`src/design/mips_pkg.sv`:
```
`default_nettype none

package mips_pkg;

    typedef logic [31:0] word_t;
    typedef logic [4:0]  reg_idx_t;
    typedef logic [5:0]  opcode_t;
    typedef logic [5:0]  funct_t;

    typedef enum logic [3:0] {
        ALU_ADD, ALU_SUB, ALU_AND, ALU_OR, ALU_XOR, ALU_NOR,
        ALU_SLT, ALU_SLTU, ALU_SLL, ALU_SRL, ALU_SRA, ALU_LUI
    } alu_op_t;

    // primary opcodes
    localparam opcode_t OP_SPECIAL = 6'h00;
    localparam opcode_t OP_REGIMM  = 6'h01;
    localparam opcode_t OP_J       = 6'h02;
    localparam opcode_t OP_JAL     = 6'h03;
    localparam opcode_t OP_BEQ     = 6'h04;
    localparam opcode_t OP_BNE     = 6'h05;
    localparam opcode_t OP_ADDIU   = 6'h09;
    localparam opcode_t OP_SLTI    = 6'h0A;
    localparam opcode_t OP_ANDI    = 6'h0C;
    localparam opcode_t OP_ORI     = 6'h0D;
    localparam opcode_t OP_XORI    = 6'h0E;
    localparam opcode_t OP_LUI     = 6'h0F;
    localparam opcode_t OP_LB      = 6'h20;
    localparam opcode_t OP_LH      = 6'h21;
    localparam opcode_t OP_LW      = 6'h23;
    localparam opcode_t OP_LBU     = 6'h24;
    localparam opcode_t OP_LHU     = 6'h25;
    localparam opcode_t OP_SB      = 6'h28;
    localparam opcode_t OP_SH      = 6'h29;
    localparam opcode_t OP_SW      = 6'h2B;

    // function field of SPECIAL
    localparam funct_t FN_SLL   = 6'h00;
    localparam funct_t FN_SRL   = 6'h02;
    localparam funct_t FN_SRA   = 6'h03;
    localparam funct_t FN_JR    = 6'h08;
    localparam funct_t FN_JALR  = 6'h09;
    localparam funct_t FN_MFHI  = 6'h10;
    localparam funct_t FN_MFLO  = 6'h12;
    localparam funct_t FN_MULT  = 6'h18;
    localparam funct_t FN_MULTU = 6'h19;
    localparam funct_t FN_ADDU  = 6'h21;
    localparam funct_t FN_SUBU  = 6'h23;
    localparam funct_t FN_AND   = 6'h24;
    localparam funct_t FN_OR    = 6'h25;
    localparam funct_t FN_XOR   = 6'h26;
    localparam funct_t FN_NOR   = 6'h27;
    localparam funct_t FN_SLT   = 6'h2A;
    localparam funct_t FN_SLTU  = 6'h2B;

    localparam reg_idx_t REG_RA = 5'd31;

endpackage

`default_nettype wire

```
`src/design/mips_regfile.sv`:
```
`default_nettype none

module mips_regfile
    import mips_pkg::*;
(
    input  wire            clk,
    input  wire            reset,
    input  wire            clk_enable,
    input  wire reg_idx_t  rs,
    input  wire reg_idx_t  rt,
    input  wire reg_idx_t  write_index,
    input  wire            write_enable,
    input  wire word_t     write_data,
    output word_t          rs_data,
    output word_t          rt_data,
    output word_t          register_v0
);
    // r0 has no storage
    word_t regs [1:31];

    always_ff @(posedge clk) begin
        if (reset) begin
            for (int i = 1; i < 32; i++) begin
                regs[i] <= '0;
            end
        end else if (clk_enable && write_enable && write_index != '0) begin
            regs[write_index] <= write_data;
        end
    end

    assign rs_data     = (rs == '0) ? '0 : regs[rs];
    assign rt_data     = (rt == '0) ? '0 : regs[rt];
    assign register_v0 = regs[2];

    // a committed write carries a known index and value
    a_write_known: assert property (@(posedge clk) disable iff (reset)
        clk_enable && write_enable |-> !$isunknown({write_index, write_data}));

endmodule

`default_nettype wire

```
`config.mk`:
```
export PLATFORM = sky130hd
export DESIGN_NAME = mips_regfile
export DESIGN_NICKNAME = d
export VERILOG_FILES = /design/src/design/mips_pkg.sv /design/src/design/mips_regfile.sv
export SDC_FILE = /design/constraint.sdc
export NUM_CORES = 2
export LEC_CHECK = 0
export ABC_AREA = 0
export BUFFER_PORTS_ARGS = -buffer_cell sky130_fd_sc_hd__buf_2
export CAP_MARGIN = 0
export CORE_MARGIN = 8
export CORE_UTILIZATION = 55
export CTS_CLUSTER_DIAMETER = 200
export DETAILED_ROUTE_END_ITERATION = 8
export PLACE_DENSITY = 0.71
export SYNTH_ARGS = -nofsm -noshare
export SYNTH_HDL_FRONTEND = slang
export SYNTH_SLANG_ARGS = --single-unit
export TNS_END_PERCENT = 100
```
`constraint.sdc`:
```
create_clock -name clk -period 2.3 [get_ports clk]
set_clock_uncertainty 0.1 [all_clocks]
set_input_delay 0.345 -clock clk [delete_from_list [all_inputs] [get_ports clk]]
set_output_delay 0.345 -clock clk [all_outputs]
set_load 0.005 [all_outputs]
```
# Yosys cells after proc, flatten, opt, wreduce, memory -nomap -nowiden

Memories as Yosys holds them, arrays and structs flattened.
Cells that the tools add are included.

Bits in writable memories: 992
Flip-flop bits (word level): 0
Memories: 1

Memories:

| name | words | width | rd ports | clocked after memory_dff | wr ports | RTL line           | source |
|---|---|---|---|---|---|---|---|
| regs | 31    | 32    | 3        | 0                        | 31       | mips_regfile.sv:19 | `word_t regs [1:31];` |

Reductions and logical operators: 6
Mux-type cells: 10

Operators by type and width:

| operator            | number |
|---|---|
| 32-bit 2-to-1 mux   | 3 |
| 32-bit OR reduction | 1 |
| 5-bit logical NOT   | 2 |
| 1-bit 2-to-1 mux    | 6 |
| 5-bit 2-to-1 mux    | 1 |
| 5-bit nonzero test  | 1 |
| 1-bit logical AND   | 2 |

# Depth between registers and ports, before layout

Depth in word-level cells: 7
Gate-level depth with buffers: 9

# Worst setup path after synthesis

OpenSTA, ideal clock, no wires.

Path kind: input port to output port
Start: input port rt[2]
End: output port rt_data[21]
Buffers on the path: 3
Data arrival time: 2.048 ns
Stages: 7
Setup slack: -0.193 ns
Required time: 1.855 ns
Path through: buf_2 clkbuf_1 clkbuf_1 mux4_2 a22o_1 a2111oi_0 nor3_1

Cells in the longest elaborated chain, start to end: 2

RTL lines:

| what                                                    | RTL line           | source |
|---|---|---|
| start: declaration                                      | mips_regfile.sv:10 | `input wire reg_idx_t rt,` |
| memory 31 x 32 bit or 5-bit logical NOT (tied branches) | -                  |  |
| 32-bit 2-to-1 mux (*)                                   | mips_regfile.sv:32 | `assign rt_data = (rt == '0) ? '0 : regs[rt];` |
| end: declaration                                        | mips_regfile.sv:15 | `output word_t rt_data,` |

Every way passes the cells marked *; elsewhere a longest branch is shown, timed or not.

==> flow_summary.toml <==
[routing]
route.met3.wl_um = 22700
drc = 0
wl_met2_um = 85400
drt_first_pass_iters = 6
vias = 36600
post_drt_wl_per_cell_um = 34.6
top_layer = "met5"
vias_per_cell = 6.93
wl_met1_um = 62900
ant_nets = 0
routed_wl_um = 183000
drt-initial-drc-count = 4934

[logic_synthesis]
postSynthAreaPerCell_um2 = 15.5
yosys.area.top_type = "edfxtp_1"
synthArstFlopShare_pct = 0
yosys-top-cells-area = "edfxtp_1, mux4_2, and2_1"
syn_inst = 3498
synth_edf_count = 1024
synth_warnings = 0
yosys.area_share.xor_xnor_pct = 0
synth_top_cell_area_share_pct = 56.8
synth_area_um2 = 54100
synth_simple_gate_area_share_pct = 13.3
ys_seq_elements = 1024
synth_flop_cell = "edfxtp_1"
synth_cell_types = 41
synth.most_common_cell = "edfxtp_1"
ys_top_cells_by_count = "edfxtp_1, and2_1, mux4_2, clkbuf_1, mux2i_1"
ys_seq_area_share_pct = 56.8
synth.area.mux_share_pct = 23.0
synth-compound-area-share_pct = 3.63
synthAdderAreaFrac_pct = 0
synth_top_family_by_area = "multiplexers"

[grt]
grt_pass1_vias = 37800
antenna_found_initial = 18
grtUsageTotal_pct = 33.2
overflow = 0
grt_pass1_wl_um = 260000
grt_max_degree = 35

[layout]
areaGrowthSynthToFinish_pct = 21.0
top_register = "regs"
fill_cells = 6543
drive_above_1_share_pct = 38.7
fin_nets = 3960
largest_reg_flops = 1024
largest_registers = "regs x1024"
fin_cells = 5287

[critical_path]
cpLargestDelayFamily = "multiplexers"
worst_ep_required_time_ps = 1860
path_cells = "mux4_2 -> mux4_2 -> o22ai_2 -> buf_6 -> nor3_1 -> buf_2"
slowest_delay_ps = 570
cp.arrival_ps = 2660
startpoint_type = "register"
critPathBufInv = 2
crit_top_cell = "mux4_2"
cp_max_fo = 2
end_kind = "output port"
critPathSlowestCell = "mux4_2"
crit_type = "register to output port"

[worst_hold_path]
hp-class = "input pin to register"

[timing]
tightest_slew_ps = 741
rsz0062_at_grt = "yes"
max_freq_mhz = 322
hold_viol = 0
whs_ps = 51.1
setup_tns_ps = -40090
finalSetupViolCount = 64
slew_violations = 0
fin_crit_sh_pct = 135
slew_headroom_pct = 50.6
fin_ws_ps = -804
period_needed_ps = 3100

[clock_network]
cts_sinks = 1024
cts_made_buffers = 104
postCtsHoldBufs = 0
cts_tree = "done"
htreeDepth = 3
clkTransAtPathRegs_ps = 60
clockBufferDepth = 3
root_buffer = "clkbuf_16"

[power]
power_density_nw_per_um2 = 701
p_total_mw = 46.0
p_leak_nw = 23.4
peakVddDrop_mv = 0.670

[placed_design]
preCtsSetupSlack_ps = -817
dp_hpwl_um = 117000
portBuffers = 146
place_congestion = 0.950
place_inst = 5047

[die]
die_w_um = 330
die_area_um2 = 109000
core_area_um2 = 98000
die_h_um = 330
ioPinCount = 147
floorplan.initialDensity_pct = 55.2
rows = 115

[status]
violations = "negative setup slack"
outcome = "finished with violations"

[job]
drv_cap = 0
## cells by family after synthesis
group	Yosys count
flip-flops	1024
multiplexers	651
buffers and inverters	385
other	1
AO/OA/AOI/OAI	259
AND/OR/NAND/NOR	1178
## report_power, final
part	internal, mW	switching, mW
sequential	21.5	0.579
clock	9.86	7.37
combinational	3.16	3.46
total	34.5	11.4
## layout make-up
class	count	area [um^2]	share of cell area, %
flip-flops and latches	1024	30700	46.9
multi-input cells	2120	23500	35.8
repair buffers	658	6270	9.57
clock buffers	120	2750	4.19
well taps	1287	1610	2.46
clock inverters	65	646	0.985
diodes	12	30.0	0.0458
inverters	1	3.75	0.00573
## worst paths after layout
kind | start | endpoint | slack, ps | cells past startpoint
max | regs[28][17] | rs_data[17] | -800 | 6
min | write_data[11] | regs[0][11] | 50 | 1
## per-layer routing
layer,vias to the layer above,GRT usage (%)
li1,14400,-
met1,18700,41.8
met2,2890,52.9
met3,617,8.41
met4,8,18.7
met5,-,0
## through the flow
step                      utilization (%)  cell area, um^2
after floorplan                         -            54500
after global placement               61.3            60100
after detailed placement             61.3            60100
after CTS                            66.4            65100
after global routing                 66.8            65500
final                                66.9            65500
## placed cells by master (no fill, tap or decap), drive strengths merged, types with 10 or more instances in the layout
master / Yosys / routed
a22oi: 16 / 16
nor2: 36 / 36
mux2i: 151 / 151
o221ai: 27 / 27
or2: 33 / 33
conb: 1 / 32
a2111oi: 29 / 29
clkinv: 0 / 47
mux2: 28 / 28
and2: 995 / 995
a22o: 53 / 53
buf: 113 / 656
nor2b: 14 / 14
diode: 0 / 12
a21oi: 10 / 10
mux4: 472 / 472
bufinv: 0 / 12
a211oi: 32 / 32
edfxtp: 1024 / 1024
nor3: 55 / 55
o22ai: 80 / 80
clkbuf: 271 / 121
## what timing repair did
action | CTS | global route
pin swaps | 107 | 20
hold endpoints to repair | 0 | 0
endpoints found under the setup margin | 64 | 64
setup buffers | 36 | 26
cloned | 1 | 1
gates resized for setup | 235 | 36
No activity file was read; power rests on OpenSTA's default activity.
