--- config.mk ---
export PLATFORM = sky130hd
export DESIGN_NAME = mips_mul_unit
export DESIGN_NICKNAME = d
export VERILOG_FILES = /design/src/design/mips_pkg.sv /design/src/design/mips_mul_unit.sv
export SDC_FILE = /design/constraint.sdc
export NUM_CORES = 2
export LEC_CHECK = 0
export BUFFER_PORTS_ARGS = -buffer_cell sky130_fd_sc_hd__buf_4
export CAP_MARGIN = 20
export CORE_ASPECT_RATIO = 1.4
export CORE_MARGIN = 1
export CORE_UTILIZATION = 40
export CTS_CLUSTER_DIAMETER = 40
export DETAILED_ROUTE_END_ITERATION = 8
export GPL_TIMING_DRIVEN = 0
export MAX_ROUTING_LAYER = met4
export SLEW_MARGIN = 20
export SYNTH_ARGS = -nofsm -noshare
export SYNTH_HDL_FRONTEND = slang
export SYNTH_SLANG_ARGS = --single-unit
--- constraint.sdc ---
create_clock -name clk -period 11.2 [get_ports clk]
set_input_delay 1.12 -clock clk [delete_from_list [all_inputs] [get_ports clk]]
set_output_delay 1.12 -clock clk [all_outputs]
set_load 0.03 [all_outputs]
--- src/design/mips_pkg.sv ---
`default_nettype none

package mips_pkg;

    typedef logic [31:0] word_t;
    typedef logic [4:0]  reg_idx_t;
    typedef logic [5:0]  opcode_t;
    typedef logic [5:0]  funct_t;

    typedef enum logic [3:0] {
        ALU_ADD, ALU_SUB, ALU_AND, ALU_OR, ALU_XOR, ALU_NOR,
        ALU_SLT, ALU_SLTU, ALU_SLL, ALU_SRL, ALU_SRA, ALU_LUI
    } alu_op_t;

    // primary opcodes
    localparam opcode_t OP_SPECIAL = 6'h00;
    localparam opcode_t OP_REGIMM  = 6'h01;
    localparam opcode_t OP_J       = 6'h02;
    localparam opcode_t OP_JAL     = 6'h03;
    localparam opcode_t OP_BEQ     = 6'h04;
    localparam opcode_t OP_BNE     = 6'h05;
    localparam opcode_t OP_ADDIU   = 6'h09;
    localparam opcode_t OP_SLTI    = 6'h0A;
    localparam opcode_t OP_ANDI    = 6'h0C;
    localparam opcode_t OP_ORI     = 6'h0D;
    localparam opcode_t OP_XORI    = 6'h0E;
    localparam opcode_t OP_LUI     = 6'h0F;
    localparam opcode_t OP_LB      = 6'h20;
    localparam opcode_t OP_LH      = 6'h21;
    localparam opcode_t OP_LW      = 6'h23;
    localparam opcode_t OP_LBU     = 6'h24;
    localparam opcode_t OP_LHU     = 6'h25;
    localparam opcode_t OP_SB      = 6'h28;
    localparam opcode_t OP_SH      = 6'h29;
    localparam opcode_t OP_SW      = 6'h2B;

    // function field of SPECIAL
    localparam funct_t FN_SLL   = 6'h00;
    localparam funct_t FN_SRL   = 6'h02;
    localparam funct_t FN_SRA   = 6'h03;
    localparam funct_t FN_JR    = 6'h08;
    localparam funct_t FN_JALR  = 6'h09;
    localparam funct_t FN_MFHI  = 6'h10;
    localparam funct_t FN_MFLO  = 6'h12;
    localparam funct_t FN_MULT  = 6'h18;
    localparam funct_t FN_MULTU = 6'h19;
    localparam funct_t FN_ADDU  = 6'h21;
    localparam funct_t FN_SUBU  = 6'h23;
    localparam funct_t FN_AND   = 6'h24;
    localparam funct_t FN_OR    = 6'h25;
    localparam funct_t FN_XOR   = 6'h26;
    localparam funct_t FN_NOR   = 6'h27;
    localparam funct_t FN_SLT   = 6'h2A;
    localparam funct_t FN_SLTU  = 6'h2B;

    localparam reg_idx_t REG_RA = 5'd31;

endpackage

`default_nettype wire

--- src/design/mips_mul_unit.sv ---
`default_nettype none

module mips_mul_unit
    import mips_pkg::*;
(
    input  wire         clk,
    input  wire         reset,
    input  wire         enable,
    input  wire         is_signed,
    input  wire word_t  a,
    input  wire word_t  b,
    output word_t       hi,
    output word_t       lo
);
    logic [63:0] a_ext;
    logic [63:0] b_ext;
    logic [63:0] product;

    // low 64 bits of the extended product are right for both signednesses
    assign a_ext   = {{32{is_signed & a[31]}}, a};
    assign b_ext   = {{32{is_signed & b[31]}}, b};
    assign product = a_ext * b_ext;

    always_ff @(posedge clk) begin
        if (reset) begin
            hi <= '0;
            lo <= '0;
        end else if (enable) begin
            hi <= product[63:32];
            lo <= product[31:0];
        end
    end

endmodule

`default_nettype wire

**After elaboration in Yosys (flattened, before gate mapping)**

Cells that the tools add are included.

- Register bits after elaboration: 64
- Input port bits: 68
- Word-level logic and storage cells: 5
- Output and inout port bits: 64

- Bitwise gates (word level): 2
- Multipliers: 1

Operator list:

| operator | number |
|---|---|
| multiplier 33 x 33 -> 64 bit | 1 |
| AND 1 bit | 2 |

**Longest topological paths before layout**

- Word-level depth: 2
- Gate-level depth with buffers: 30
- Gate-level depth less buffers: 28

**Worst setup path before layout**

Ideal clock, no wire load.

- Path kind: input to register
- Start: input is_signed
- End: register hi[31]
- Data arrival time: 8.472 ns
- Setup slack: 2.596 ns
- Cell stages on the path: 26
- Data required time: 11.068 ns
- Path buffers: 2
- Setup time: 0.132 ns
- Path through: clkbuf_1 clkbuf_1 and3_1 fa_1 fa_1 fa_1 inv_1 fa_1 inv_1 fa_1 fa_1 inv_1 fa_1 fa_1 inv_1 ha_1 a21o_1 a21o_1 a21oi_1 o21ai_0 a21oi_1 o211ai_1 o211a_1 or3_1 nand3_1 a21oi_1

- Longest elaborated chain between the ends: 2
- Elaborated cells between the ends (all ways): 3
- Those cells by class: mul (1); bitwise (2)

RTL lines:

| item | RTL line | RTL |
|---|---|---|
| start, declared | mips_mul_unit.sv:9 | `input wire is_signed,` |
| AND 1 bit, on equally long branches | mips_mul_unit.sv:20, mips_mul_unit.sv:21 |  |
| multiplier 33 x 33 -> 64 bit * | mips_mul_unit.sv:22 | `assign product = a_ext * b_ext;` |
| end signal, assigned | mips_mul_unit.sv:29 | `hi <= product[63:32];` |
| end, declared | mips_mul_unit.sv:12 | `output word_t hi,` |

Mark *: on every way between the ends. The rest lies on a longest branch, timed or not.
A chain may end at the register's enable or synchronous reset.

**Worst setup path after layout**

- Start: input is_signed
- End: register hi[29]

The elaborated chain is that of the path after synthesis.

==> results.yml <==
drt:
  drt-total-wl_um: 156000
  drc: 0
  first_iter_violations: 2498
  via_per_inst: 5.34
  drtPass1Iterations: 5
  ant_nets: 0
  wl_per_cell_um: 26.7
  num_vias: 31300
yosys:
  yosys.area.top_type_share_pct: 56.2
  yosysTopAreaCell: "fa_1"
  yosysWarnings: 0
  syn_nets: 5786
  ys_seq_elements: 64
  avgSynthCellArea_sq_um: 9.15
  synth.distinct_cells: 64
  synth_common_cells: "fa_1, inv_1, nand2_1"
  synth_edf_count: 0
  yosys_most_used_dff: "dfxtp_1"
  netlist_instances: 4381
  netlist_area_sq_mm: 0.0401
  synthArstFlopShare_pct: 0
  synth_most_common_cell: "fa_1"
  yosysSeqAreaShare_pct: 3.20
  synth_area_leaders: "fa_1, inv_1, nand2_1"
timing:
  fin_crit_sh_pct: 95.1
  worst_slew_margin_rel_pct: 13.0
  worst_pin_slew_ps: 1310
  slew_violations: 0
  fin_ws_ps: 554
  fin_setup_tns_ps: 0
  finalHoldViolations: 0
  rsz0062_at_grt: "no"
  skew_ps: 0
  layout_min_cycle_time_ps: 10650
  setup_viol: 0
  max_freq_mhz: 93.9
placement:
  pre_cts_ws_ps: -117
  place_area_sq_mm: 0.0427
  routabilityCongestion: 1.08
  hpwl_um: 133000
  dp_cells: 5831
  numPortBuffers: 128
clocking:
  clock_latency_ps: 330
  post-cts-setup-buffers: 0
  cts_inserted_buffers: 9
  cts-root-buf: "clkbuf_16"
  cts_resized: 0
  htree_levels: 3
  cts_tree: "yes"
  ctsHoldBuffers: 0
  clk_path_buf_depth: 2
  cts_num_sinks: 64
  path_clk_slew_ps: 60
worst_hold_path:
  min_from: "hi[31]$_SDFFE_PP0P_"
  hold_depth: 2
  hold_path_end: "hi[31]$_SDFFE_PP0P_"
  hp-class: "reg -> reg"
global_route:
  grt_pass1_wl_um: 225000
  first_global_vias: 33800
  grt_max_degree: 20
  grt.overflow.total: 0
  grt_usage_pct: 32.4
  antenna_found_initial: 18
floorplan:
  design.core.area_sq_mm: 0.0994
  rows: 137
  die_h_um: 376
  die_x_um: 270
  die-area_sq_mm: 0.101
  start_util_pct: 40.3
  ioPinCount: 132
setup_path:
  worst-endpoint-arrival_ps: 10830
  cp-start-kind: "primary input"
  r2r_start: "hi[29]$_SDFFE_PP0P_"
  cp_max_fo: 11
  crit_path_end_kind: "register"
  cp.required_ps: 11380
  reg2reg_depth: 2
  worst-r2r-setup-slack_ps: 10430
  critPathKind: "in -> reg"
  rr_endpoint: "hi[29]$_SDFFE_PP0P_"
final_layout:
  finalNonFillerCells: 5862
  fillers: 10100
  nets: 5928
  drive_gt1_share_pct: 3.78
  synthToLayoutAreaGrowth_pct: 7.43
  stdcell_area_sq_mm: 0.0430
outcome:
  status: "finished, final reports clean"
run:
  drv_cap: 0
metrics by stage:
stage,hold WS [ps],util [%]
detailed placement,468,43.0
CTS,474,43.3
finish,475,43.3
global route,500,43.3
global placement,454,42.9
floorplan,591,-
how the worst max path moves through the flow:
stage / depth (start not counted) / endpoint / slack [ps] / startpoint
final: 24 / hi[29]$_SDFFE_PP0P_ / 550 / is_signed
after global routing: 25 / hi[31]$_SDFFE_PP0P_ / 300 / is_signed
after CTS: 25 / hi[31]$_SDFFE_PP0P_ / 220 / is_signed
after detailed placement: 25 / hi[31]$_SDFFE_PP0P_ / -120 / is_signed
after global placement: 24 / hi[29]$_SDFFE_PP0P_ / -160 / is_signed
after floorplan: 26 / hi[31]$_SDFFE_PP0P_ / 2600 / is_signed
layer usage:
| metal | track usage, % | vias to the layer above | share of wire (%) |
|---|---|---|---|
| met2 | 53.4 | 1554 | 49 |
| met4 | 29.3 | 0 | 11 |
| li1 | - | 12900 | - |
| met5 | - | - | 0 |
| met1 | 33.6 | 16300 | 32 |
| met3 | 5.05 | 648 | 7.0 |
registers in the layout, indices dropped and copies added (netlist names):
register	cells
lo	32
hi	32
logic make-up after synthesis:
kind of cell / after synthesis / share of synthesized area [%]
fa+ha+maj: 1337 / 62.8
compound gates: 229 / 3.96
buf+inv: 1331 / 12.5
mux: 28 / 0.699
flops: 64 / 3.20
simple gates: 1328 / 15.4
xor+xnor: 64 / 1.40
layout by cell type (no fill, tap or decap), drive strengths merged, types with 14 or more instances in the layout:
cell type and instances:
xnor2 42, a21o 41, nor2 105, and3 29, o21ai 32, buf 140, ha 212, a211oi 15
inv 1096, dfxtp 64, diode 14, and2 360, mux2i 28, nand3 22, nand2 745, xor2 22
fa 1125, clkbuf 238, a21oi 56
worst max-delay path: stages:
cell      delay (ps)
buf_4            100
clkbuf_1         660
clkbuf_1         630
and3_1           260
fa_1             510
fa_1             570
fa_2             690
inv_1            340
fa_2             970
inv_1            300
fa_1             520
fa_1             580
inv_1             60
fa_1             440
fa_1             770
inv_1            100
ha_1             290
clkbuf_1         340
nand3_1          140
or4_1            520
o211ai_1         250
nand2_1          130
o21ai_0          330
o221ai_1         180
area by class of cell:
| type | count | area, sq um | share of cell area [%] |
|---|---|---|---|
| Inverter | 1096 | 4110 | 9.56 |
| Clock buffer | 12 | 236 | 0.549 |
| Antenna cell | 14 | 35.0 | 0.0814 |
| Multi-Input combinational cell | 2986 | 33800 | 78.5 |
| Buffer | 235 | 886 | 2.06 |
| Tap cell | 1320 | 1650 | 3.84 |
| Clock inverter | 4 | 45.0 | 0.105 |
| Sequential cell | 64 | 1280 | 2.98 |
| Timing Repair Buffer | 131 | 1000 | 2.33 |
Power is not shown: default switching activity piles up to over one toggle a cycle in this logic, so the estimate is an artifact.
