==> src/design/mips_pkg.sv <==
`default_nettype none

package mips_pkg;

    typedef logic [31:0] word_t;
    typedef logic [4:0]  reg_idx_t;
    typedef logic [5:0]  opcode_t;
    typedef logic [5:0]  funct_t;

    typedef enum logic [3:0] {
        ALU_ADD, ALU_SUB, ALU_AND, ALU_OR, ALU_XOR, ALU_NOR,
        ALU_SLT, ALU_SLTU, ALU_SLL, ALU_SRL, ALU_SRA, ALU_LUI
    } alu_op_t;

    // primary opcodes
    localparam opcode_t OP_SPECIAL = 6'h00;
    localparam opcode_t OP_REGIMM  = 6'h01;
    localparam opcode_t OP_J       = 6'h02;
    localparam opcode_t OP_JAL     = 6'h03;
    localparam opcode_t OP_BEQ     = 6'h04;
    localparam opcode_t OP_BNE     = 6'h05;
    localparam opcode_t OP_ADDIU   = 6'h09;
    localparam opcode_t OP_SLTI    = 6'h0A;
    localparam opcode_t OP_ANDI    = 6'h0C;
    localparam opcode_t OP_ORI     = 6'h0D;
    localparam opcode_t OP_XORI    = 6'h0E;
    localparam opcode_t OP_LUI     = 6'h0F;
    localparam opcode_t OP_LB      = 6'h20;
    localparam opcode_t OP_LH      = 6'h21;
    localparam opcode_t OP_LW      = 6'h23;
    localparam opcode_t OP_LBU     = 6'h24;
    localparam opcode_t OP_LHU     = 6'h25;
    localparam opcode_t OP_SB      = 6'h28;
    localparam opcode_t OP_SH      = 6'h29;
    localparam opcode_t OP_SW      = 6'h2B;

    // function field of SPECIAL
    localparam funct_t FN_SLL   = 6'h00;
    localparam funct_t FN_SRL   = 6'h02;
    localparam funct_t FN_SRA   = 6'h03;
    localparam funct_t FN_JR    = 6'h08;
    localparam funct_t FN_JALR  = 6'h09;
    localparam funct_t FN_MFHI  = 6'h10;
    localparam funct_t FN_MFLO  = 6'h12;
    localparam funct_t FN_MULT  = 6'h18;
    localparam funct_t FN_MULTU = 6'h19;
    localparam funct_t FN_ADDU  = 6'h21;
    localparam funct_t FN_SUBU  = 6'h23;
    localparam funct_t FN_AND   = 6'h24;
    localparam funct_t FN_OR    = 6'h25;
    localparam funct_t FN_XOR   = 6'h26;
    localparam funct_t FN_NOR   = 6'h27;
    localparam funct_t FN_SLT   = 6'h2A;
    localparam funct_t FN_SLTU  = 6'h2B;

    localparam reg_idx_t REG_RA = 5'd31;

endpackage

`default_nettype wire

==> src/design/mips_mem_align.sv <==
`default_nettype none

module mips_mem_align
    import mips_pkg::*;
(
    input  wire opcode_t  opcode,
    input  wire [1:0]     byte_offset,
    input  wire word_t    mem_word,
    input  wire word_t    reg_word,
    output word_t         load_value,
    output word_t         store_word
);
    logic [4:0]  byte_lsb;
    logic [7:0]  mem_byte;
    logic [15:0] mem_half;

    // big endian, offset 0 is the top byte
    assign byte_lsb = {~byte_offset, 3'b000};
    assign mem_byte = mem_word[byte_lsb +: 8];
    assign mem_half = byte_offset[1] ? mem_word[15:0] : mem_word[31:16];

    always_comb begin
        case (opcode)
            OP_LB:   load_value = {{24{mem_byte[7]}}, mem_byte};
            OP_LBU:  load_value = {24'h000000, mem_byte};
            OP_LH:   load_value = {{16{mem_half[15]}}, mem_half};
            OP_LHU:  load_value = {16'h0000, mem_half};
            default: load_value = mem_word;
        endcase
    end

    // sb and sh patch the old word
    always_comb begin
        store_word = reg_word;
        if (opcode == OP_SB) begin
            store_word = mem_word;
            store_word[byte_lsb +: 8] = reg_word[7:0];
        end else if (opcode == OP_SH) begin
            store_word = byte_offset[1] ? {mem_word[31:16], reg_word[15:0]}
                                        : {reg_word[15:0], mem_word[15:0]};
        end
    end

    a_half_aligned: assert final ($isunknown(opcode) ||
        !(opcode inside {OP_LH, OP_LHU, OP_SH}) || !byte_offset[0]);
    a_word_aligned: assert final ($isunknown(opcode) ||
        !(opcode inside {OP_LW, OP_SW}) || byte_offset == 2'b00);

endmodule

`default_nettype wire

==> config.mk <==
export PLATFORM = sky130hd
export DESIGN_NAME = mips_mem_align
export DESIGN_NICKNAME = d
export VERILOG_FILES = /design/src/design/mips_pkg.sv /design/src/design/mips_mem_align.sv
export SDC_FILE = /design/constraint.sdc
export NUM_CORES = 1
export LEC_CHECK = 0
export BUFFER_PORTS_ARGS = -buffer_cell sky130_fd_sc_hd__buf_2
export CAP_MARGIN = 20
export CORE_ASPECT_RATIO = 1.75
export CORE_MARGIN = 2
export CORE_UTILIZATION = 39
export DETAILED_ROUTE_END_ITERATION = 8
export PLACE_DENSITY = 0.81
export SLEW_MARGIN = 25
export SYNTH_ARGS = -nofsm -noshare
export SYNTH_HDL_FRONTEND = slang
export SYNTH_SLANG_ARGS = --single-unit
==> constraint.sdc <==
create_clock -name vclk -period 2.1
set_input_delay 0.21 -clock vclk [all_inputs]
set_output_delay 0.21 -clock vclk [all_outputs]
set_load 0.005 [all_outputs]
Yosys cells after proc, flatten, opt, wreduce, memory -nomap -nowiden
Cells that the tools add are included.

Add/sub/neg operators: 1. Equality and inequality tests: 6. Shift-type cells: 3. Mux-type cells: 6. Bitwise logic cells: 1.

Operators by type and width (count): $pmux 32 s4 (1); $mux 32 (3); $eq 6x6->1 const B (6); $bwmux 32 (1); $shift 8x7->32 const A (1); $shiftx 32x6->8 (1); $shiftx 8x7->32 (1); $mux 16 (1); $neg 5->7 (1); $not 2->2 (1).

Bits in registers: 0. Input port bits: 72. Output and inout port bits: 64.

Longest topological paths before layout
Gate-level depths: netlist (run 1).

Word-level depth: 5. Gate-level depth with buffers: 9. Depth with buffers taken out: 6.

Worst setup path before layout (run 1)
OpenSTA, ideal clock, no wires.

Path type: in2out. Start point: input port byte_offset[1]. End point: output port store_word[24]. Data arrival time: 1.976 ns. Path slack: -0.086 ns. Stages: 8. Cells stage by stage: buf_2 inv_1 clkbuf_1 ha_1 nor4b_1 nor2b_1 a221oi_1 a21oi_1.

Cells in the longest elaborated chain, start to end: 5. Elaborated cells on any way between the ends: 8. Those cells by class: 1 x add/sub; 2 x shift; 4 x mux; 1 x bitwise.

Ends and longest elaborated chain: start: declaration (RTL line mips_mem_align.sv:7) `input wire [1:0] byte_offset,`; $not 2->2 (RTL line mips_mem_align.sv:18) `assign byte_lsb = {~byte_offset, 3'b000};`; $neg 5->7 (RTL line mips_mem_align.sv:37) `store_word[byte_lsb +: 8] = reg_word[7:0];`; $shiftx 8x7->32 or $shift 8x7->32 (tied branches) (RTL line mips_mem_align.sv:37); $bwmux 32 (RTL line mips_mem_align.sv:37); $mux 32 * (RTL line mips_mem_align.sv:35) `if (opcode == OP_SB) begin`; end: declaration (RTL line mips_mem_align.sv:11) `output word_t store_word`.

Every way passes the cells marked *; elsewhere a longest branch is shown, timed or not.

Worst setup path after layout (run 1)
Start point: input port byte_offset[1]. End point: output port store_word[30].

The elaborated chain is that of the path after synthesis.

==> summary.md, run 1 <==
| Metric | Value |
|---|---|
| CLK BUF | `0` |
| Worst rel slew slack | `70.2%` |
| Core area | `4620 um2` |
| Die H | `95.4 um` |
| Register Area | `0 um2` |
| Ports | `136` |
| Synth Area in Adders | `3.36%` |
| Worst path max stage delay | `0.35 ns` |
| Layout cells sized above 1 | `50.6%` |
| Mux share of post-synthesis cell area | `29.1%` |
| Hold Buf Count CTS | `0` |
| Initial DRC Count | `99` |
| Simple-gate area share of the yosys netlist | `23.7%` |
| Combinational family with the most area after synthesis | `compound AO/OA/AOI/OAI gates` |
| Compound-gate portion of the synthesized area | `36.1%` |
| Die Span X | `56.2 um` |
| Max Slew Vio Count | `0` |
| Min Tclk post-route | `1.99 ns` |
| Post-DR wirelength/cell | `17.5 um` |
| Seq Cell Count | `0` |
| Top-count cell post-synth | `a21oi_1` |
| Worst setup path class | `in2out` |
| Worst VDD drop | `0.000114 V` |
| Count of warnings emitted by yosys | `0` |
| Initial antenna violation count | `0` |
| Routability cong. | `0.938` |
| Initial Util | `40.2%` |
| Largest area contributor in the synthesized netlist | `mux2_2` |
| CP delay by family, top | `buffers and inverters` |
| Max cap viols | `0` |
| Total global-route track usage | `27.5%` |
| Seq/Total Area, Yosys | `0%` |
| Dpl cell area | `2670 um2` |
| Slowest CP cell | `ha_1` |
| Status | `completed` |
| Largest net degree at the start of global routing | `29` |
| Die footprint | `5360 um2` |
| Synthesized area | `1860 um2` |
| Final count of negative-setup-slack endpoints | `0` |
| Port Buffers | `136` |
| First-pass GRT wire length | `12,300 um` |
| Worst Setup SP | `byte_offset[1]` |
| Buf/Inv on CP | `4` |
| Pleak | `0.00145 uW` |
| Distinct cells, synth | `42` |
| Post-DP HPWL | `6190 um` |
| Arrival time at the worst endpoint | `1.78 ns` |
| Area grow syn2layout | `46.2%` |
| Final Cycle Share | `94.8%` |
| DR vias | `2,726` |
| Critical path launch point type | `input pin` |
| FMAX | `0.502 GHz` |
| Layout net count | `466` |
| Syn_nets | `328` |
| Most common library cells after synthesis | `a21oi_1, a221oi_1, mux2_2, mux2i_1, nand3_1` |
| Pwr dens | `186 nW/um2` |
| Synth Instances | `251` |
| Vias in the first global route | `2,655` |
| Crit path to | `store_word[30]` |
| WP data required | `1.89 ns` |
| Least-Margin Pin Slew | `0.446 ns` |
| Largest cells by area after synthesis | `mux2_2, mux2i_1, a221oi_1` |
| Gr ovfl total | `0` |
| Hold WC Path Type | `in2out` |
| First-pass DRT Iterations | `4` |
| Crit path top cell by count | `buf_2` |
| Critical Path Fanout Max | `7` |
| Row count | `33` |
| Syn_area_per_cell | `7.41 um2` |
| Vias per inst | `6.21` |
| ANT nets after route | `0` |
| Total wire length | `7680 um` |
| Diode count | `0` |
| Fin. Hold Viols | `0` |
| Crit-path cells | `buf_2 -> inv_1 -> ha_1 -> nor4b_2 -> buf_4 -> a221oi_1 -> a21oi_1 -> mux2_2 -> buf_2` |
| Detailed-route DRC error count | `0` |
| Fin area | `2720 um2` |
| Synth top area share | `10.9%` |
| WP depth | `9` |
| CP endpoint kind | `primary output` |
| Hold WS | `0.719 ns` |
| XOR/XNOR share of the synthesized area | `0%` |
[how the worst min path moves through the flow]
| stage | depth (start not counted) | slack, ns | from | endpoint |
|---|---|---|---|---|
| floorplan | 1 | 0.52 | mem_word[16] | load_value[16] |
| global placement | 3 | 0.71 | reg_word[30] | store_word[30] |
| detailed placement | 3 | 0.72 | mem_word[31] | load_value[31] |
| CTS | 3 | 0.72 | reg_word[28] | store_word[28] |
| global route | 3 | 0.74 | reg_word[28] | store_word[28] |
| finish | 3 | 0.72 | reg_word[28] | store_word[28] |
[report_power, final]
group | switching [uW] | internal (uW) | leakage (uW)
registers | 0 | 0 | 0
clock network | 0 | 0 | 0
logic | 253 | 254 | 0.00145
total | 253 | 254 | 0.00145
[final cells by class]
type / count / area, um2
Inverter: 7 / 26.3
Timing Repair Buffer: 159 / 882
Multi-Input combinational cell: 221 / 1750
Tap cell: 52 / 65.1
Fill cell: 456 / 1900
[layout by cell type (no fill, tap or decap), drive strengths merged, types with 14 or more instances in the layout]
cell type  instances
a21o              16
mux2              18
a221oi            18
a21oi             25
nand2             16
nor2              14
nand3             18
mux2i             18
buf              159
[timing repair]
action | 4_1_cts | 5_1_grt
gates resized for setup | 0 | 6
endpoints found under the setup margin | 0 | 27
buffers inserted | 0 | 1
hold endpoints to repair | 0 | 0
[routing by layer]
layer / wire (um) / global-route usage, % / share of wire, % / vias to the layer above
li1: - / - / - / 1283
met1: 2960 / 33.6 / 39 / 1268
met2: 3990 / 48.9 / 52 / 145
met3: 500 / 2.71 / 6.5 / 30
met4: 225 / 10.7 / 2.9 / 0
met5: 0 / 0 / 0 / -
[cell families (layout without fill, tap and decap cells)]
family	Yosys count	in the layout
multiplexers	43	43
AND/OR/NAND/NOR	79	79
adder cells (fa/ha/maj)	5	5
AO/OA/AOI/OAI	94	94
buffers and inverters	30	166
[metrics by stage]
step,TNS (ns),utilization (%),setup WS (ns),std cells,total power (uW)
2_1_floorplan,0,-,0.0772,251,250
3_3_place_gp,0,57.8,0.104,438,487
5_1_grt,-0.0445,58.8,-0.0244,439,554
4_1_cts,0,57.8,0.0214,438,497
6_report,0,58.8,0.109,439,507
3_5_place_dp,0,57.8,0.0219,438,495
Power figures use the tool's default switching activity.
==> run 2, diff against run 1 <==
- ABC_AREA: unset -> 1
- CORE_UTILIZATION: 39 -> 45
==> run 2 against run 1 <==
Effect of this change: clock-buffer cell count stayed put; global-route usage is 4.6 points higher; sequential cell count stayed put; sequential share of layout area stayed put; worst setup slack better by 0.12 ns; critical path depth is 1 lower; utilization is 1.2 points lower; critical path type unchanged.
==> summary.md, run 2 <==
| Metric | Value |
|---|---|
| Most common library cells after synthesis | `nand2_1, nand3_1, inv_1, o21ai_0, buf_2` |
| Largest net degree at the start of global routing | `49` |
| Detailed-route DRC error count | `0` |
| Fin. Hold Viols | `0` |
| Syn_nets | `732` |
| Die H | `110 um` |
| Post-DP HPWL | `8910 um` |
| Status | `completed` |
| First-pass DRT Iterations | `6` |
| Max cap viols | `0` |
| Seq/Total Area, Yosys | `0%` |
| Synthesized area | `2910 um2` |
| Hold_sp | `mem_word[31]` |
| Pleak | `0.00239 uW` |
| Max Slew Vio Count | `0` |
| WP data required | `1.89 ns` |
| Gr ovfl total | `0` |
| Die footprint | `7150 um2` |
| Largest cells by area after synthesis | `nand2_1, nand3_1, inv_1` |
| ANT nets after route | `0` |
| Register Area | `0 um2` |
| Count of warnings emitted by yosys | `0` |
| Vias per inst | `5.50` |
| Hold depth | `4` |
| Syn_area_per_cell | `4.44 um2` |
| Worst setup path class | `in2out` |
| Switching share of power | `61.3%` |
| Initial antenna violation count | `0` |
| Min Tclk post-route | `1.87 ns` |
| Worst VDD drop | `0.000103 V` |
| Port Buffers | `136` |
| Post-CTS Resized | `0` |
| Post-CTS Setup Bufs | `0` |
| CP endpoint kind | `primary output` |
| Top-count cell post-synth | `nand2_1` |
| Routability cong. | `0.999` |
| Least-Margin Pin Slew | `0.665 ns` |
| Hold path endpoint | `load_value[31]` |
| Initial Util | `46.7%` |
| Critical path launch point type | `input pin` |
| Diode count | `0` |
| Worst rel slew slack | `55.6%` |
| Die Span X | `64.8 um` |
| Slowest CP cell | `ha_1` |
| Layout cells sized above 1 | `21.9%` |
| RSZ-0062 raised after global routing | `no` |
| Pwr dens | `180 nW/um2` |
| Final Cycle Share | `89.1%` |
| Psw | `395 uW` |
| Row count | `38` |
| Synth Instances | `655` |
| DR vias | `4,644` |
| CLK BUF | `0` |
| Crit-path cells | `buf_2 -> inv_1 -> ha_1 -> nand4_1 -> o21ai_0 -> nand2_1 -> nand2_1 -> buf_2` |
| Hold Buf Count CTS | `0` |
| Initial DRC Count | `676` |
| Most common cell after layout, fill and taps aside | `nand2_1` |
| Area grow syn2layout | `23.5%` |
| Critical Path Fanout Max | `8` |
| Most frequent cells in the layout | `nand2_1, nand3_1, buf_2` |
| Largest area contributor in the synthesized netlist | `nand2_1` |
| Worst path max stage delay | `0.33 ns` |
| Post-route setup TNS | `0 ns` |
| Int Power | `249 uW` |
| Sequential share of power | `0%` |
| Vias in the first global route | `4,109` |
| Final Power | `644 uW` |
| Layout net count | `843` |
| Final count of negative-setup-slack endpoints | `0` |
| Gate power share | `100.0%` |
| Total wire length | `11,600 um` |
| Hold WC Path Type | `in2out` |
| Arrival time at the worst endpoint | `1.66 ns` |
| Post-DR wirelength/cell | `13.8 um` |
| Clock group share of total power | `0%` |
| FMAX | `0.534 GHz` |
| Total global-route track usage | `32.0%` |
| First-pass GRT wire length | `18,800 um` |
| Core area | `6230 um2` |
| Ports | `136` |
| Seq Cell Count | `0` |
| Distinct cells, synth | `21` |
| Synth top area share | `39.8%` |
-- run 2: cell count changes after synthesis, sizes merged, moves of 25 or more --
cell	before	now
buf	12	38
inv	6	72
a21oi	25	0
nand3	18	154
o21ai	8	36
nand2	16	309
-- run 2: cell families (layout without fill, tap and decap cells) --
kind of cell / after synthesis / count (layout) / synth area share (%)
adders and majority gates: 5 / 5 / 2.15
AOI/OAI and AO/OA: 40 / 40 / 7.19
buffers and inverters: 118 / 227 / 18.0
and+or+nand+nor: 492 / 492 / 72.6
-- run 2: power by group through the flow --
stage	combinational, uW	clock [uW]	sequential, uW
after global routing	725	0	0
final	644	0	0
after CTS	635	0	0
after floorplan	366	0	0
after detailed placement	632	0	0
after global placement	622	0	0
-- run 2: final cells by class --
cell class,instances,area [um2]
fillers,707,2640
inverters,72,270
multi-input cells,537,2380
well taps,80,100
repair buffers,155,836
-- run 2: how the worst max path moves through the flow --
stage	startpoint	to	slack (ns)	cells after the start
global placement	byte_offset[0]	store_word[5]	0.20	9
global route	byte_offset[1]	load_value[14]	0.08	9
finish	byte_offset[0]	store_word[22]	0.23	8
detailed placement	byte_offset[0]	store_word[5]	0.16	9
CTS	byte_offset[0]	store_word[5]	0.15	9
floorplan	byte_offset[1]	store_word[0]	0.35	10
-- run 2: critical path: cells and delay by family --
kind / cells / cell delay, ns
AO/OA/AOI/OAI: 1 / 0.26
adder cells (fa/ha/maj): 1 / 0.33
AND/OR/NAND/NOR: 3 / 0.49
buffers and inverters: 3 / 0.37
-- run 2: metrics by stage --
stage          area (um2)  util, %  std cells  hold slack (ns)  setup slack [ns]
4_1_cts              3570     57.4        842            0.764             0.152
2_1_floorplan        2910        -        655            0.558             0.348
5_1_grt              3590     57.6        844            0.794            0.0832
6_report             3590     57.6        844            0.759             0.229
3_5_place_dp         3570     57.4        842            0.760             0.161
3_3_place_gp         3570     57.4        842            0.750             0.203
-- run 2: per-layer routing --
layer	routed length [um]	GRT usage (%)	vias up
met4	546	14.6	0
met5	0	0	-
met2	5750	55.0	256
met3	907	1.02	50
met1	4440	41.2	2048
li1	-	-	2290
