**src/design/mips_pkg.sv**
```systemverilog
`default_nettype none

package mips_pkg;

    typedef logic [31:0] word_t;
    typedef logic [4:0]  reg_idx_t;
    typedef logic [5:0]  opcode_t;
    typedef logic [5:0]  funct_t;

    typedef enum logic [3:0] {
        ALU_ADD, ALU_SUB, ALU_AND, ALU_OR, ALU_XOR, ALU_NOR,
        ALU_SLT, ALU_SLTU, ALU_SLL, ALU_SRL, ALU_SRA, ALU_LUI
    } alu_op_t;

    // primary opcodes
    localparam opcode_t OP_SPECIAL = 6'h00;
    localparam opcode_t OP_REGIMM  = 6'h01;
    localparam opcode_t OP_J       = 6'h02;
    localparam opcode_t OP_JAL     = 6'h03;
    localparam opcode_t OP_BEQ     = 6'h04;
    localparam opcode_t OP_BNE     = 6'h05;
    localparam opcode_t OP_ADDIU   = 6'h09;
    localparam opcode_t OP_SLTI    = 6'h0A;
    localparam opcode_t OP_ANDI    = 6'h0C;
    localparam opcode_t OP_ORI     = 6'h0D;
    localparam opcode_t OP_XORI    = 6'h0E;
    localparam opcode_t OP_LUI     = 6'h0F;
    localparam opcode_t OP_LB      = 6'h20;
    localparam opcode_t OP_LH      = 6'h21;
    localparam opcode_t OP_LW      = 6'h23;
    localparam opcode_t OP_LBU     = 6'h24;
    localparam opcode_t OP_LHU     = 6'h25;
    localparam opcode_t OP_SB      = 6'h28;
    localparam opcode_t OP_SH      = 6'h29;
    localparam opcode_t OP_SW      = 6'h2B;

    // function field of SPECIAL
    localparam funct_t FN_SLL   = 6'h00;
    localparam funct_t FN_SRL   = 6'h02;
    localparam funct_t FN_SRA   = 6'h03;
    localparam funct_t FN_JR    = 6'h08;
    localparam funct_t FN_JALR  = 6'h09;
    localparam funct_t FN_MFHI  = 6'h10;
    localparam funct_t FN_MFLO  = 6'h12;
    localparam funct_t FN_MULT  = 6'h18;
    localparam funct_t FN_MULTU = 6'h19;
    localparam funct_t FN_ADDU  = 6'h21;
    localparam funct_t FN_SUBU  = 6'h23;
    localparam funct_t FN_AND   = 6'h24;
    localparam funct_t FN_OR    = 6'h25;
    localparam funct_t FN_XOR   = 6'h26;
    localparam funct_t FN_NOR   = 6'h27;
    localparam funct_t FN_SLT   = 6'h2A;
    localparam funct_t FN_SLTU  = 6'h2B;

    localparam reg_idx_t REG_RA = 5'd31;

endpackage

`default_nettype wire

```
**src/design/mips_pc_unit.sv**
```systemverilog
`default_nettype none

module mips_pc_unit
    import mips_pkg::*;
#(
    parameter word_t RESET_VECTOR = 32'hBFC0_0000
) (
    input  wire         clk,
    input  wire         reset,
    input  wire         clk_enable,
    input  wire         take_branch,
    input  wire         jump_imm,
    input  wire         jump_reg,
    input  wire word_t  instr,
    input  wire word_t  reg_target,
    output word_t       pc,
    output word_t       link_addr,
    output logic        exec_phase,
    output logic        active
);
    word_t delay_slot;
    word_t next_slot;
    word_t branch_offset;

    // word offset relative to the delay slot
    assign branch_offset = {{14{instr[15]}}, instr[15:0], 2'b00};
    assign link_addr     = delay_slot + 32'd4;

    always_comb begin
        if (take_branch) begin
            next_slot = delay_slot + branch_offset;
        end else if (jump_imm) begin
            next_slot = {delay_slot[31:28], instr[25:0], 2'b00};
        end else if (jump_reg) begin
            next_slot = reg_target;
        end else begin
            next_slot = link_addr;
        end
    end

    always_ff @(posedge clk) begin
        if (reset) begin
            pc         <= RESET_VECTOR;
            delay_slot <= RESET_VECTOR + 32'd4;
            exec_phase <= 1'b0;
            active     <= 1'b1;
        end else if (clk_enable && active) begin
            exec_phase <= !exec_phase;
            // end of execute
            if (exec_phase) begin
                pc         <= delay_slot;
                delay_slot <= next_slot;
                if (pc == '0) begin
                    active <= 1'b0;
                end
            end
        end
    end

    // a halted core stays halted until reset
    a_no_wake: assert property (@(posedge clk) $rose(active) |-> $past(reset));

endmodule

`default_nettype wire

```
**config.mk**
```make
export PLATFORM = sky130hd
export DESIGN_NAME = mips_pc_unit
export DESIGN_NICKNAME = d
export VERILOG_FILES = /design/src/design/mips_pkg.sv /design/src/design/mips_pc_unit.sv
export SDC_FILE = /design/constraint.sdc
export NUM_CORES = 1
export LEC_CHECK = 0
export ABC_AREA = 1
export BUFFER_PORTS_ARGS = -buffer_cell sky130_fd_sc_hd__buf_2
export CAP_MARGIN = 20
export CORE_ASPECT_RATIO = 2
export CORE_UTILIZATION = 48
export CTS_CLUSTER_SIZE = 40
export DETAILED_ROUTE_END_ITERATION = 16
export GPL_ROUTABILITY_DRIVEN = 0
export PLACE_DENSITY = 0.72
export SLEW_MARGIN = 20
export SYNTH_ARGS = -nofsm -noshare
export SYNTH_HDL_FRONTEND = slang
export SYNTH_SLANG_ARGS = --single-unit
```
**constraint.sdc**
```tcl
create_clock -name clk -period 2.5 [get_ports clk]
set_input_delay 0.625 -clock clk [delete_from_list [all_inputs] [get_ports clk]]
set_output_delay 0.625 -clock clk [all_outputs]
set_load 0.02 [all_outputs]
```
* Yosys cells after proc, flatten, opt, wreduce, memory -nomap -nowiden
Index checks and enable logic that the tools add are counted.
** Storage, ports and cells
- Flip-flop bits (word level) :: 66
- Word-level logic and storage cells :: 17
** Cells by class
- Reduce and logical (&&, ||, !) cells :: 6
- Add/subtract/negate cells :: 2
- Equality and inequality tests :: 1
- Multiplexer cells :: 3
** Operator list (number)
- 2-to-1 mux 32 bit :: 3
- adder 32 x 3 -> 32 bit, second input constant :: 1
- adder 32 bit :: 1
- zero test 32 bit :: 1
- AND reduction 3 bit :: 2
- inequality test 2 bit, second input constant :: 1
- AND reduction 2 bit :: 1
- logical AND 1 bit :: 1
- zero test 1 bit :: 1

* Longest topological paths before layout
Gate-level depths: netlist of the first run.
- Depth in word-level cells :: 4
- Gate-level depth with buffers :: 14
- Mapped depth without buffers :: 14

* Worst setup path after synthesis of the first run
OpenSTA, ideal clock, no wires.
- Path kind :: in2reg
- Start :: input instr[0]
- End :: register delay_slot[18]
- Required time :: 2.386 ns
- Stages :: 12
- Library setup time :: 0.114 ns
- Path slack :: 0.334 ns
- Path buffers :: 0
- Arrival time :: 2.052 ns
- Cell sequence :: ha_1 fa_1 nand3_1 nand3_1 nand2_1 nand3_1 nand2_1 nand2_1 nand2_1 nand3_1 nand3_1 nand2_1
** On the way
- Word-level cells in the longest chain between the ends :: 2
** Ends and longest elaborated chain
- start: declaration :: RTL line mips_pc_unit.sv:14 : input wire word_t instr,
- adder 32 bit :: RTL line mips_pc_unit.sv:31 : next_slot = delay_slot + branch_offset;
- 2-to-1 mux 32 bit :: RTL line mips_pc_unit.sv:30 : if (take_branch) begin
- end signal: assignment :: RTL line mips_pc_unit.sv:44 : delay_slot <= RESET_VECTOR + 32'd4;
- end signal: assignment :: RTL line mips_pc_unit.sv:52 : delay_slot <= next_slot;
- end: declaration :: RTL line mips_pc_unit.sv:21 : word_t delay_slot;
Every way passes these cells.
A chain may end at the register's enable or synchronous reset.

* Worst setup path after layout of the first run
- Start :: register delay_slot[11]
- End :: output link_addr[28]
** On the way
- Word-level cells in the longest chain between the ends :: 1
** Ends and longest elaborated chain
- adder 32 x 3 -> 32 bit :: RTL line mips_pc_unit.sv:27 : assign link_addr = delay_slot + 32'd4;
- end: declaration :: RTL line mips_pc_unit.sv:17 : output word_t link_addr,
Every way passes these cells.

==> reports/results.ini, run 1 <==
[logic_synthesis]
synth_fa_ha_area_frac=0.0662
synth_area_sq_um=5980
synthMuxAreaShare=0
synth-simple-area-share=0.424
synth_compound_area_frac=0.136
async_flop_share=0
synth_edf_count=0
synth_top_family_by_area=simple AND/OR/NAND/NOR gates
synth-xor-area-share=0.0433
ys_seq_area_frac=0.221
yosysWarnings=0
ys.flop_type=dfxtp_1
ys_types=43
synth_top_area_cell=nand2_1
synth_seq_cells=66
synth.area.top_cells=nand2_1 (23%), dfxtp_1 (22%), inv_1 (8.7%)
avgSynthCellArea_sq_um=5.76
syn_inst=1037
synthTopCellsByCount=nand2_1 (374), inv_1 (139), nor2_1 (109), dfxtp_1 (66), nand3_1 (63)
yosysMostFrequentCell=nand2_1
syn-num-nets=1138
synth_top_area_share=0.235

[setup_path]
startpoint_type=flip-flop
end_kind=primary output
arrival_ps=1850
required_ps=1880
crit_chain=nand2_1 -> nor2_2 -> nand2_2 -> nor2_4 -> nand2_1 -> xor2_1 -> inv_1 -> buf_2
crit_top_cell=nand2_1
r2r_slack_ps=260
cpPeakStageDelay_ps=400
path_class=flip-flop to primary output
crit_fanout=5
slowest_stage=dfxtp_4

[power]
ir_drop_mv=0.591
p_leak_nw=4.03
powerDensity_nw_per_um2=458

[place]
place_ws_ps=-35.5
place_hpwl_um=18200
port_buffers=129

[floorplanning]
io_pins=136
die_w_um=80.9
rows=57
dieArea_sq_um=12900
initial_utilization=0.493
coreArea_sq_um=12100
die-height_um=160

[cts]
cts_max_level=3
cts.reportedPaths.clkPinSlew_ps=60
insertion_delay_ps=330
tritoncts=done
clkSinkCount=66
postCtsHoldBufs=0
cts_buffers=9
cts_max_path_buffers=2
clockRootBuffer=clkbuf_16

[global_route]
grt_first_pass_wirelength_um=34000
grt_use_total=0.350
grt_max_degree=26
grt_pass1_vias=6971
grt_antenna_before_repair=0
grt_overflow=0

[routing]
ant_nets=0
drtIter0Drc=461
drc=0
wl_per_cell_um=16.3
avgViaCountPerCell=5.45
firstDrtPassIters=7
vias=7510
wl_um=22400

[layout]
utilization=0.640
final_nets=1328
syn_to_final_growth_pct=29.9
antennaDiodeCount=0
drive_gt1_frac=0.232

[flow_run]
drv_cap=0

[sta]
setup_viol=0
rsz0062_at_grt=true
timing.fmax_mhz=404
fin_crit_ps=2480
slew_viol_final=0
slew_headroom=0.688
setup_tns_ps=0
worst_pin_slew_ps=464
finalHoldViolations=0
fin_skew_ps=7.03
setup_slack_ps=22.4
period_share=0.991

[run_status]
status=complete, no violations

[worst_hold_path]
hold_path.class=flip-flop to flip-flop

==> report_power, final <==
part           switching, W  internal [W]
registers         0.0000602       0.00109
clock network      0.000497      0.000881
logic              0.000631      0.000393
total               0.00119       0.00237
==> layout make-up <==
cell class	instances	area [sq um]
Fill cell	1221	4360
Multi-Input combinational cell	803	4100
Sequential cell	66	1360
Timing Repair Buffer	205	1250
Inverter	142	533
Clock buffer	9	225
Tap cell	147	184
Clock inverter	7	104
==> sequential cells by signal, summed over array words and instances (netlist names) <==
signal      flops
delay_slot     32
active          1
exec_phase      1
pc             32
==> worst max-delay path: cells and delay by family (launching register included) <==
kind / cells / cell delay (ps)
simple gates: 5 / 720
flops: 1 / 400
buf+inv: 2 / 200
xor+xnor: 1 / 190
==> kinds of logic after synthesis <==
family,after synthesis
and+or+nand+nor,603
adders and majority gates,31
buffers and inverters,168
DFF,66
AOI/OAI and AO/OA,142
xor gates and xnor gates,27
==> final timing paths <==
path                          to            from  depth (start not counted)
setup / recovery   link_addr[28]  delay_slot[11]                          8
hold / removal            pc[18]          pc[18]                          2
setup reg to reg  delay_slot[30]   delay_slot[7]                         12
hold reg to reg           pc[18]          pc[18]                          2
==> metrics by stage <==
step	total power (W)	hold slack, ps	cell area (sq um)	std cells
4_1_cts	0.00353	462	7630	1373
3_3_place_gp	0.00215	449	7210	1353
2_1_floorplan	0.00177	458	5980	1037
5_1_grt	0.00371	473	7760	1379
3_5_place_dp	0.00216	454	7210	1353
6_report	0.00355	460	7760	1379
==> repair_timing <==
action                                  CTS  global route
endpoints found under the setup margin   16            16
gates resized for setup                  24            34
endpoints found under the hold margin     0             0
gates cloned                              0             0
pin swaps                                 4            10
setup buffers                             4             6
==> layout by cell type, fill, tap and decap left out, types with 15 or more instances in the layout <==
cell type | synthesis | layout
inv_1 | 139 | 139
ha_1 | 30 | 29
xor2_1 | 20 | 17
buf_4 | 3 | 75
nand3_1 | 63 | 62
nand4_1 | 15 | 15
dfxtp_2 | 0 | 18
o21ai_0 | 48 | 47
nand2_1 | 374 | 367
dfxtp_1 | 66 | 43
nor2_1 | 109 | 100
a21oi_1 | 59 | 59
buf_2 | 9 | 127
==> metal layers <==
| layer | routed length [um] | GRT usage |
|---|---|---|
| met5 | 0 | 0 |
| met4 | 1700 | 0.261 |
| met3 | 1060 | 0.0331 |
| met2 | 11600 | 0.622 |
| met1 | 8040 | 0.362 |
(Power assumes the default switching activity.)
==> run 2: changes to the inputs <==
==> constraint.sdc (replaced) <==
create_clock -name clk -period 2.8 [get_ports clk]
set_input_delay 0.7 -clock clk [delete_from_list [all_inputs] [get_ports clk]]
set_output_delay 0.7 -clock clk [all_outputs]
set_load 0.02 [all_outputs]
==> reports/results.ini, run 2 (synthesis results as in run 1) <==
[cts]
cts_buffers=9  ; unchanged
tritoncts=done  ; unchanged
clockRootBuffer=clkbuf_16  ; unchanged
cts_max_path_buffers=2  ; unchanged
cts_max_level=3  ; unchanged
clkSinkCount=66  ; unchanged
cts.reportedPaths.clkPinSlew_ps=60  ; about the same
insertion_delay_ps=340  ; was 330 ps

[layout]
final_nets=1276  ; was 1328
antennaDiodeCount=0  ; unchanged
layout_commonest_cell=nand2_1  ; unchanged
layout_common_cells=nand2_1 (374), inv_1 (139), buf_2 (129)  ; was nand2_1 (367), inv_1 (139), buf_2 (127)
drive_gt1_frac=0.170  ; was 0.232
design_area_sq_um=7210  ; was 7760 sq um
seq_area_sq_um=1330  ; was 1360 sq um
multi_input_area_sq_um=4020  ; was 4100 sq um
syn_to_final_growth_pct=20.6  ; was 29.9%
largestRegisters=delay_slot x32, pc x32  ; unchanged
utilization=0.594  ; was 0.640
fillers=1281  ; was 1221

[setup_path]
r2r_end=delay_slot[26]  ; was delay_slot[30]
r2r_slack_ps=510  ; was 260 ps
required_ps=2100  ; was 1880 ps
path_class=flip-flop to primary output  ; unchanged
startpoint_type=flip-flop  ; unchanged
arrival_ps=2000  ; was 1850 ps
reg2reg_depth=12  ; unchanged
rr_startpoint=delay_slot[2]  ; was delay_slot[7]
crit_fanout=4  ; was 5
end_kind=primary output  ; unchanged

[floorplanning]
die-height_um=160  ; unchanged
rows=57  ; unchanged
coreArea_sq_um=12100  ; unchanged
initial_utilization=0.493  ; unchanged
io_pins=136  ; unchanged
die_w_um=80.9  ; unchanged
dieArea_sq_um=12900  ; unchanged

[place]
place_hpwl_um=17800  ; was 18200 um
dpl_cell_area_sq_um=6830  ; was 7210 sq um
port_buffers=129  ; unchanged

[routing]
ant_nets=0  ; unchanged
drc=0  ; unchanged
wl_per_cell_um=16.5  ; was 16.3 um
avgViaCountPerCell=5.51  ; was 5.45
vias=7317  ; was 7510
wl_um=21900  ; was 22400 um
firstDrtPassIters=6  ; was 7
drtIter0Drc=529  ; was 461

[power]
ir_drop_mv=0.438  ; was 0.591 mV
p_leak_nw=3.73  ; was 4.03 nW
power_w=0.00300  ; was 0.00355 W
powerDensity_nw_per_um2=416  ; was 458 nW/um^2

[global_route]
grt_overflow=0  ; unchanged
grt_use_total=0.347  ; was 0.350
grt_antenna_before_repair=0  ; unchanged
grt_max_degree=30  ; was 26
grt_first_pass_wirelength_um=33600  ; was 34000 um
grt_pass1_vias=6910  ; was 6971

[sta]
fin_skew_ps=4.59  ; was 7.03 ps
setup_viol=0  ; unchanged
period_share=0.964
worst_pin_slew_ps=945  ; was 464 ps
timing.fmax_mhz=370
fin_crit_ps=2700
slew_headroom=0.369  ; was 0.688
setup_tns_ps=0  ; unchanged
rsz0062_at_grt=false  ; was true
slew_viol_final=0  ; unchanged
finalHoldViolations=0  ; unchanged

[worst_hold_path]
min_to=pc[18]  ; unchanged
min-delay-start=pc[18]  ; unchanged
hold_path.class=flip-flop to flip-flop  ; unchanged
hold_depth=2  ; unchanged

[run_status]
status=complete, no violations  ; unchanged

[flow_run]
drv_cap=0  ; unchanged

==> run 2: cell types whose count changed in the layout (fill, tap and decap cells not counted), sizes merged <==
cell / delta
clkinv: -3
inv: +1
buf: -52
clkinvlp: +3
bufinv: -1
==> run 2: critical path: stages, from the launching register on <==
cell	delay, ps
dfxtp_2	370
ha_2	250
nand2_2	120
nor2_4	180
nand2_4	100
nor3_4	230
xor2_2	220
buf_2	200
==> run 2: area by class of cell <==
cell class	instances	area share
clock buffers	9	0.0313
clock inverters	7	0.0109
inverters	142	0.0740
multi-input cells	803	0.557
flip-flops and latches	66	0.185
well taps	147	0.0255
repair buffers	153	0.116
==> run 2: worst max-delay path by stage <==
stage | depth (start not counted) | start | slack [ps] | to
CTS | 8 | delay_slot[8] | 20 | link_addr[28]
floorplan | 12 | instr[0] | 560 | delay_slot[18]
finish | 7 | delay_slot[2] | 100 | link_addr[26]
detailed placement | 15 | instr[15] | 120 | delay_slot[29]
global route | 8 | delay_slot[9] | 6 | link_addr[28]
global placement | 15 | instr[15] | 150 | delay_slot[29]
==> run 2: report_power, final <==
part           switching, W  internal [W]  leakage, nW
Clock              0.000446      0.000694        0.138
Combinational      0.000545      0.000284         3.05
Sequential        0.0000521      0.000974        0.538
Total               0.00104       0.00195         3.73
==> run 2: metal layers <==
metal / GRT usage / part of all wire / vias up
li1: - / - / 3609
met1: 0.363 / 0.36 / 3303
met2: 0.607 / 0.51 / 301
met3: 0.0377 / 0.051 / 104
met4: 0.265 / 0.079 / 0
met5: 0 / 0 / -
==> run 2: repair_timing <==
item                       CTS  global route
gates resized for setup      1            11
pin swaps                    1             3
setup endpoints to repair    2            11
hold buffers                 0             0
buffers inserted             2             4
==> run 2: through the flow <==
step / hold WS (ps) / setup WS [ps] / cells
2_1_floorplan: 458 / 559 / 1037
3_3_place_gp: 446 / 149 / 1305
3_5_place_dp: 455 / 122 / 1305
4_1_cts: 463 / 16.1 / 1323
5_1_grt: 486 / 6.46 / 1327
6_report: 460 / 100 / 1327
